==> config.mk <==
export PLATFORM = sky130hd
export DESIGN_NAME = fire_squeeze
export DESIGN_NICKNAME = d
export VERILOG_FILES = /design/src/verilog/squeeze_pkg.sv /design/src/verilog/fire_squeeze.sv /design/src/verilog/squeeze_mac.sv /design/src/verilog/squeeze_output_stage.sv /design/src/verilog/squeeze_sequencer.sv /design/src/verilog/squeeze_weight_rom.sv
export SDC_FILE = /design/constraint.sdc
export NUM_CORES = 1
export LEC_CHECK = 0
export ABC_AREA = 1
export BUFFER_PORTS_ARGS = -buffer_cell sky130_fd_sc_hd__buf_2
export CAP_MARGIN = 10
export CORE_MARGIN = 8
export CORE_UTILIZATION = 39
export DETAILED_ROUTE_END_ITERATION = 6
export GPL_TIMING_DRIVEN = 0
export PLACE_DENSITY = 0.84
export SYNTH_ARGS = -nofsm -noshare
export SYNTH_HDL_FRONTEND = slang
export SYNTH_SLANG_ARGS = --single-unit
==> constraint.sdc <==
create_clock -name clk -period 2.6 [get_ports clk]
set_clock_uncertainty 0.2 [all_clocks]
set_input_delay 0.52 -clock clk [delete_from_list [all_inputs] [get_ports clk]]
set_output_delay 0.52 -clock clk [all_outputs]
set_load 0.01 [all_outputs]
==> src/squeeze_bias.hex <==
// One 32-bit bias per filter, filter 0 first
00002000
FFFFC000
00010000
00000400

==> src/squeeze_weights.hex <==
// Columns filter 3, filter 2, filter 1, filter 0 (16-bit Q14), one row per input channel
1800E00008001000
E800F000F8001000
0600F80004001000
FA00F00020001000
3000F400FC001000
D000F0000C001000
0100FC0002001000
FF00F000FE001000

==> src/verilog/squeeze_pkg.sv <==
package squeeze_pkg;

	//////////////////////////////
	// Layer sizes
	//////////////////////////////

	// Input channels summed per output pixel
	localparam int CHANNELS_IN = 8;
	// MAC lanes, one per output filter
	localparam int FILTERS = 4;
	// Output pixels before the layer reports done
	localparam int PIXELS_OUT = 4;

	//////////////////////////////
	// Word widths
	//////////////////////////////

	// Pixel, weight and output word
	localparam int DATA_W = 16;
	// Accumulator and bias
	localparam int ACC_W = 32;
	// Requantization shift, Q14 weights
	localparam int FRAC_SHIFT = 14;

	// Channel address into the weight ROM
	localparam int CH_ADDR_W = 3;
	// Output pixel counter, must reach PIXELS_OUT
	localparam int PIX_CNT_W = 3;

	typedef logic signed [DATA_W-1:0] word_t;
	typedef logic signed [ACC_W-1:0] acc_t;

	//////////////////////////////
	// Sequencer state
	//////////////////////////////

	typedef enum logic [0:0] {
		// Accepting channel strobes
		LAYER_RUN = 1'b0,
		// All output pixels produced
		LAYER_DONE = 1'b1
	} layer_state_t;

endpackage

==> src/verilog/fire_squeeze.sv <==
`timescale 1ns/1ps

module fire_squeeze (
	input logic clk,
	input logic reset,
	input logic ifm_en,
	input squeeze_pkg::word_t ifm,
	input logic ram_feedback,
	output squeeze_pkg::word_t ofm [squeeze_pkg::FILTERS],
	output logic ofm_sample,
	output logic layer_finish
);

	logic [squeeze_pkg::CH_ADDR_W-1:0] ch_addr;
	squeeze_pkg::word_t rom_weights [squeeze_pkg::FILTERS];
	squeeze_pkg::acc_t bias_words [squeeze_pkg::FILTERS];
	squeeze_pkg::word_t pix_q;
	squeeze_pkg::word_t ker_q [squeeze_pkg::FILTERS];
	logic mac_en;
	logic mac_first;
	logic sum_done;
	squeeze_pkg::acc_t acc [squeeze_pkg::FILTERS];

	//////////////////////////////
	// Weights and control
	//////////////////////////////

	squeeze_weight_rom rom_i (
		.ch_addr(ch_addr),
		.rom_weights(rom_weights),
		.bias_words(bias_words)
	);

	squeeze_sequencer seq_i (
		.clk(clk),
		.reset(reset),
		.ifm_en(ifm_en),
		.ifm(ifm),
		.rom_weights(rom_weights),
		.ram_feedback(ram_feedback),
		.ch_addr(ch_addr),
		.pix_q(pix_q),
		.ker_q(ker_q),
		.mac_en(mac_en),
		.mac_first(mac_first),
		.sum_done(sum_done),
		.layer_finish(layer_finish)
	);

	//////////////////////////////
	// MAC lanes
	//////////////////////////////

	// Same pixel into every lane, own weight each
	for (genvar i = 0; i < squeeze_pkg::FILTERS; i++) begin : g_lane
		squeeze_mac mac_i (
			.clk(clk),
			.reset(reset),
			.mac_en(mac_en),
			.mac_first(mac_first),
			.pix(pix_q),
			.ker(ker_q[i]),
			.acc(acc[i])
		);
	end

	squeeze_output_stage out_i (
		.clk(clk),
		.reset(reset),
		.sum_done(sum_done),
		.acc(acc),
		.bias_words(bias_words),
		.ofm(ofm),
		.ofm_sample(ofm_sample)
	);

endmodule

==> src/verilog/squeeze_mac.sv <==
`timescale 1ns/1ps

module squeeze_mac (
	input logic clk,
	input logic reset,
	input logic mac_en,
	input logic mac_first,
	input squeeze_pkg::word_t pix,
	input squeeze_pkg::word_t ker,
	output squeeze_pkg::acc_t acc
);

	squeeze_pkg::acc_t prod;

	// Full-width signed product, no overflow for 16x16
	assign prod = squeeze_pkg::acc_t'(pix) * squeeze_pkg::acc_t'(ker);

	//////////////////////////////
	// Accumulator
	//////////////////////////////

	always_ff @(posedge clk) begin
		if (reset)
			acc <= '0;
		else if (mac_en) begin
			// First channel drops the previous pixel's sum
			if (mac_first)
				acc <= prod;
			else
				acc <= acc + prod;
		end
	end

	// Sum must hold between strobes so gaps are harmless
	hold_without_en: assert property (@(posedge clk) disable iff (reset)
		!mac_en |=> $stable(acc));

endmodule

==> src/verilog/squeeze_output_stage.sv <==
`timescale 1ns/1ps

module squeeze_output_stage (
	input logic clk,
	input logic reset,
	input logic sum_done,
	input squeeze_pkg::acc_t acc [squeeze_pkg::FILTERS],
	input squeeze_pkg::acc_t bias_words [squeeze_pkg::FILTERS],
	output squeeze_pkg::word_t ofm [squeeze_pkg::FILTERS],
	output logic ofm_sample
);

	squeeze_pkg::acc_t biased [squeeze_pkg::FILTERS];
	squeeze_pkg::word_t quant [squeeze_pkg::FILTERS];

	//////////////////////////////
	// Bias, ReLU, requantize
	//////////////////////////////

	always_comb begin
		for (int f = 0; f < squeeze_pkg::FILTERS; f++) begin
			// Wraps on overflow, same as the ACC_W adder
			biased[f] = acc[f] + bias_words[f];
		end
	end

	always_comb begin
		for (int f = 0; f < squeeze_pkg::FILTERS; f++) begin
			// Negative sum clamps to zero
			if (biased[f][squeeze_pkg::ACC_W-1])
				quant[f] = '0;
			else
				// Sign bit then bits 28..14, upper bits dropped
				quant[f] = {1'b0,
					biased[f][squeeze_pkg::FRAC_SHIFT +: squeeze_pkg::DATA_W-1]};
		end
	end

	//////////////////////////////
	// Output registers
	//////////////////////////////

	// ofm holds until the next pixel completes
	always_ff @(posedge clk) begin
		if (reset) begin
			for (int f = 0; f < squeeze_pkg::FILTERS; f++) begin
				ofm[f] <= '0;
			end
		end else if (sum_done) begin
			for (int f = 0; f < squeeze_pkg::FILTERS; f++) begin
				ofm[f] <= quant[f];
			end
		end
	end

	always_ff @(posedge clk) begin
		if (reset)
			ofm_sample <= 1'b0;
		else
			ofm_sample <= sum_done;
	end

	// Pixels take at least CHANNELS_IN strobes, so samples never touch
	sample_single: assert property (@(posedge clk) disable iff (reset)
		ofm_sample |=> !ofm_sample);

endmodule

==> src/verilog/squeeze_sequencer.sv <==
`timescale 1ns/1ps

module squeeze_sequencer (
	input logic clk,
	input logic reset,
	input logic ifm_en,
	input squeeze_pkg::word_t ifm,
	input squeeze_pkg::word_t rom_weights [squeeze_pkg::FILTERS],
	input logic ram_feedback,
	output logic [squeeze_pkg::CH_ADDR_W-1:0] ch_addr,
	output squeeze_pkg::word_t pix_q,
	output squeeze_pkg::word_t ker_q [squeeze_pkg::FILTERS],
	output logic mac_en,
	output logic mac_first,
	output logic sum_done,
	output logic layer_finish
);

	squeeze_pkg::layer_state_t state;
	logic [squeeze_pkg::CH_ADDR_W-1:0] ch_cnt;
	logic [squeeze_pkg::PIX_CNT_W-1:0] pix_cnt;
	logic accept;
	logic last_ch;
	logic last_q;
	logic feedback_seen;

	// Strobes count only while the layer runs
	assign accept = ifm_en && (state == squeeze_pkg::LAYER_RUN);
	assign last_ch = (ch_cnt == (squeeze_pkg::CH_ADDR_W)'(squeeze_pkg::CHANNELS_IN - 1));

	// ROM row follows the channel counter
	assign ch_addr = ch_cnt;

	//////////////////////////////
	// Operand registers
	//////////////////////////////

	// Pixel and weights line up with mac_en
	always_ff @(posedge clk) begin
		if (accept) begin
			pix_q <= ifm;
			ker_q <= rom_weights;
		end
	end

	//////////////////////////////
	// Channel count and strobes
	//////////////////////////////

	always_ff @(posedge clk) begin
		if (reset) begin
			ch_cnt <= '0;
			mac_en <= 1'b0;
			mac_first <= 1'b0;
			last_q <= 1'b0;
			sum_done <= 1'b0;
		end else begin
			mac_en <= accept;
			// Restart the lanes on channel 0
			mac_first <= accept && (ch_cnt == '0);
			last_q <= accept && last_ch;
			// Lanes hold the full sum one edge after the last MAC
			sum_done <= last_q;
			if (accept) begin
				if (last_ch)
					ch_cnt <= '0;
				else
					ch_cnt <= ch_cnt + 1'b1;
			end
		end
	end

	//////////////////////////////
	// Pixel count and layer end
	//////////////////////////////

	always_ff @(posedge clk) begin
		if (reset) begin
			pix_cnt <= '0;
			state <= squeeze_pkg::LAYER_RUN;
		end else if (sum_done) begin
			pix_cnt <= pix_cnt + 1'b1;
			if (pix_cnt == (squeeze_pkg::PIX_CNT_W)'(squeeze_pkg::PIXELS_OUT - 1))
				state <= squeeze_pkg::LAYER_DONE;
		end
	end

	// Downstream RAM ack, sticky
	always_ff @(posedge clk) begin
		if (reset)
			feedback_seen <= 1'b0;
		else if (ram_feedback)
			feedback_seen <= 1'b1;
	end

	assign layer_finish = (state == squeeze_pkg::LAYER_DONE) && !feedback_seen;

	//////////////////////////////
	// Checks
	//////////////////////////////

	first_has_en: assert property (@(posedge clk) disable iff (reset)
		mac_first |-> mac_en);

	// A pixel that ends after the layer closes would be lost
	no_done_after_end: assert property (@(posedge clk) disable iff (reset)
		sum_done |-> (state == squeeze_pkg::LAYER_RUN));

	pix_cnt_bound: assert property (@(posedge clk) disable iff (reset)
		pix_cnt <= (squeeze_pkg::PIX_CNT_W)'(squeeze_pkg::PIXELS_OUT));

endmodule

==> src/verilog/squeeze_weight_rom.sv <==
`timescale 1ns/1ps

module squeeze_weight_rom (
	input logic [squeeze_pkg::CH_ADDR_W-1:0] ch_addr,
	output squeeze_pkg::word_t rom_weights [squeeze_pkg::FILTERS],
	output squeeze_pkg::acc_t bias_words [squeeze_pkg::FILTERS]
);

	//////////////////////////////
	// Memories
	//////////////////////////////

	// One row per input channel, filter 0 in the low bits
	logic [squeeze_pkg::FILTERS*squeeze_pkg::DATA_W-1:0]
		weight_mem [squeeze_pkg::CHANNELS_IN];

	// One bias word per filter
	squeeze_pkg::acc_t bias_mem [squeeze_pkg::FILTERS];

	// Contents fixed at elaboration
	initial begin
		$readmemh("/design/src/squeeze_weights.hex", weight_mem);
		$readmemh("/design/src/squeeze_bias.hex", bias_mem);
	end

	//////////////////////////////
	// Asynchronous read
	//////////////////////////////

	// Split the addressed row into per-filter weights
	always_comb begin
		for (int f = 0; f < squeeze_pkg::FILTERS; f++) begin
			rom_weights[f] = weight_mem[ch_addr][f*squeeze_pkg::DATA_W +: squeeze_pkg::DATA_W];
		end
	end

	// Biases do not depend on the channel
	always_comb begin
		for (int f = 0; f < squeeze_pkg::FILTERS; f++) begin
			bias_words[f] = bias_mem[f];
		end
	end

endmodule
# Word-level counts from Yosys, hierarchy flattened
# Index checks and enable logic that the tools add are counted.
# totals
output_inout_bits,66
input_bits,20
reg_bits,285
# classes
n_reduce_logical,7
mul,4
addsub,10
n_bitwise,1
n_mux,9
eq_ne,2
# op_table
op,count
32-bit adder,4
"32-bit adder, second input constant",4
16-bit by 16-bit multiplier with 32-bit output,4
32-bit 2-to-1 mux,4
15-bit 2-to-1 mux,4
"3-bit by 1-bit adder with 3-bit output, second input constant",2
1-bit logical AND,4
"3-bit by 2-bit equality test with 1-bit output, second input constant",1
"3-bit equality test, second input constant",1
3-bit logical NOT,1
3-bit 2-to-1 mux,1
2-bit AND reduction,1
1-bit logical NOT,1
1-bit NOT,1

# Logic depth before layout (Yosys ltp)
# logic_depth
ltp_word,3
depth_mapped,6
depth_no_buf,6

# By module
# Synthesis repeated with hierarchy kept, for this count alone.
# hier_totals
cells_unflattened,10987
area_unflattened_um2,73550.5
# modules_own_cells
mod,area_each_um2,cells_per_inst,instances
squeeze_mac at g_lane[3].mac_i,14649.0,2150,1
squeeze_mac at g_lane[0].mac_i,14615.3,2160,1
squeeze_mac at g_lane[2].mac_i,14527.7,2140,1
squeeze_mac at g_lane[1].mac_i,14426.3,2109,1
squeeze_output_stage,10984.3,2094,1
squeeze_sequencer,2902.8,141,1
squeeze_weight_rom,1445.1,193,1

# Worst setup path after synthesis
# Ideal clock, no wire load.
# synth_path
path_kind,register to output
start,reg seq_i.state
end,out layer_finish
stages_incl_launch_ff,3
arrival_ns,0.552
n_path_buf,0
required_ns,1.880
path_slack_ns,1.328
path_cell_list,dfxtp_1 inv_2 nor2_1
# synth_via
elab_chain_len,1
# synth_rtl
item,line,rtl
start: declaration,squeeze_sequencer.sv:19,squeeze_pkg::layer_state_t state;
start signal: assignment,squeeze_sequencer.sv:80,state <= squeeze_pkg::LAYER_RUN;
start signal: assignment,squeeze_sequencer.sv:84,state <= squeeze_pkg::LAYER_DONE;
1-bit logical AND,squeeze_sequencer.sv:96,assign layer_finish = (state == squeeze_pkg::LAYER_DONE) && !feedback_seen;
end: declaration,fire_squeeze.sv:11,output logic layer_finish
# No other way between the ends.

# Worst setup path after layout
# Same ends and word-level chain as after synthesis.

==> reports/results.tsv <==
stage	metric	value	unit
routing	drc	0	
synth	yosysWarnings	0	
clock_network	insertion_delay	0.26	ns
clock_network	clock-sinks	11	
routing	first_pass_iters	4	
synth	synthArstFlopShare	0	
routing	drtIter0Drc	8	
pwr	finalPower	0.0004337	W
layout	regArea	220.2	um2
layout	fin_cells	222	
synth	synthesis.area	930.9	um2
synth	yosysSeqAreaShare	0.2366	
clock_network	ctsHoldBuffers	0	
place	place_inst	218	
hold_path	hold-path-cell-count	2	
timing	fin_ws	0.9782	ns
synth	synth_cell_types	13	
timing	final_max_slew_viol_count	0	
pwr	power_leakage	0.8150	nW
floorplan	coreArea	2233	um2
clock_network	cts_htree_levels	1	
worst_setup_path	worstSetupPathType	reg2out	
grt	grt.total_usage	0.08307	
floorplan	initial_core_util	0.4168	
clock_network	cts_root_buf	clkbuf_4	
timing	rsz0062_at_grt	false	
clock_network	cts_tree	built	
run	maxCapViolations	0	
synth	synthTopCellsByArea	buf_4 (52%), dfxtp_1 (24%), nor2_1 (5.6%)	
place	dp_slack	1.251	ns
synth	synth_edf_count	0	
layout	utilization	0.5613	
layout	fillers	233	
worst_setup_path	reg2reg_depth	6	
floorplan	pin_count	86	
worst_setup_path	r2r-end	seq_i.ch_addr[2]	
grt	grt-ovfl-total	0	
routing	antenna_left	0	
clock_network	cts_resized	0	
synth	yosysMostFrequentCell	buf_4	
place	gp_congestion	0.6807	
layout	finalNetCount	219	
grt	grt_pass1_wl	2835	um
floorplan	die_area	4206	um2
floorplan	die_x	64.86	um
timing	finalSetupViolCount	0	
worst_setup_path	cp-end-kind	output port	
floorplan	die_y	64.86	um
hold_path	hold_end	seq_i.sum_done	
clock_network	post_cts_buffers	0	
worst_setup_path	cp_max_fo	4	
timing	finalCritPeriodShare	0.6238	
place	portBuffers	5	
clock_network	cts_buffer_depth	2	
layout	multi_input_area	429.2	um2
timing	fmax	616.6	MHz
synth	yosysTopAreaCell	buf_4	
routing	totalWireLength	1777	um
pwr	peakVddDrop	321.7	uV
synth	ys_seq_elements	11	
synth	synth_ff_type	dfxtp_1	
clock_network	numCtsBuffers	3	
routing	vias_per_cell	3.171	
layout	final_layout_size_suffix_gt1_frac	0.4124	
worst_setup_path	crit-reg2reg-launch	seq_i.ch_addr[0]	
synth	synthTopCellsByCount	buf_4 (64), nor2_1 (14), dfxtp_1 (11), nand2_1 (7), inv_1 (6)	
synth	synthCells	122	
timing	hold_viol	0	
worst_setup_path	reg2reg_slack	1.32	ns
worst_setup_path	cp-start-kind	register	
timing	final.min_clock_period	1.622	ns
hold_path	hp-start	seq_i.last_q	
grt	grt_max_degree	8	
place	hpwl	1669	um
routing	vias	704	
hold_path	min_path_type	reg2reg	
grt	antenna_found_initial	0	
layout	num_antenna_cells	0	
synth	synth_top_area_share	0.5161	
worst_setup_path	arrival	0.90	ns
routing	post_drt_wl_per_cell	8.005	um
grt	first_global_vias	664	
synth	syn_area_per_cell	7.630	um2
floorplan	num_rows	17	
clock_network	clk_pin_slew	0.07	ns
status	outcome	completed	
worst_setup_path	cp.required	1.88	ns
pwr	p_per_area	346.0	nW/um2
timing	fin_setup_tns	0	ns
layout	area_delta_synth_final	34.68	%
## worst max path at each step
stage	endpoint	slack [ns]	from
after floorplan	layer_finish	1.33	seq_i.state
after global placement	layer_finish	1.28	seq_i.state
after detailed placement	layer_finish	1.25	seq_i.state
after CTS	layer_finish	0.96	seq_i.state
after global routing	layer_finish	0.93	seq_i.state
final	layer_finish	0.98	seq_i.state
## routing by layer
metal,part of all wire,GRT usage,routed length (um)
met1,0.32,0.06281,570
met2,0.53,0.1615,935
met3,0.13,0.04983,237
met4,0.019,0.03815,34
met5,0,0,0
## kinds of logic after synthesis
kind of cell / after synthesis / synth area share
buf+inv: 74 / 0.5564
simple gates: 26 / 0.1169
flops: 11 / 0.2366
compound gates: 6 / 0.03225
fa+ha+maj: 4 / 0.05377
other cells: 1 / 0.004028
## where the power goes
group          total (W)  switching (W)  internal (W)  leakage, nW
registers       0.000177     0.00000326      0.000174       0.0897
clock network   0.000113      0.0000540     0.0000593       0.0150
logic           0.000143      0.0000713     0.0000721        0.710
## state kept, by name (all words and copies together), names as in the netlist
| signal | count |
|---|---|
| seq_i.ch_addr | 3 |
| seq_i.pix_cnt | 3 |
| out_i.ofm_sample | 1 |
| seq_i.feedback_seen | 1 |
| seq_i.last_q | 1 |
| seq_i.state | 1 |
| seq_i.sum_done | 1 |
## cells in the final DEF (no fill, tap or decap)
cell	instances
nand2_1	7
o21ai_1	3
inv_1	6
a21oi_1	3
clkbuf_4	3
conb_1	64
nand2_2	1
nor2_1	14
inv_2	4
dfxtp_1	11
ha_1	4
buf_2	5
nand3_1	1
buf_4	64
nor2_2	3
clkbuf_1	1
## per-stage QoR
stage               cell area, um2  hold WS [ns]
floorplan                     1167        0.1883
global placement              1227        0.1905
detailed placement            1227        0.2051
CTS                           1254        0.2116
global route                  1254        0.2241
finish                        1254        0.2065
## cell type report
type	count	share of cell area
clock buffer	4	0.02096
inverter	10	0.02994
tap	28	0.02794
buffer	64	0.3832
timing repair buffer	5	0.01996
multi-input combinational	100	0.3423
sequential	11	0.1756
## worst max-delay path: stages (launching register included)
cell and delay (ns):
dfxtp_1 0.36, inv_2 0.07, nor2_1 0.08, buf_2 0.13
No activity file was read; power rests on OpenSTA's default activity.
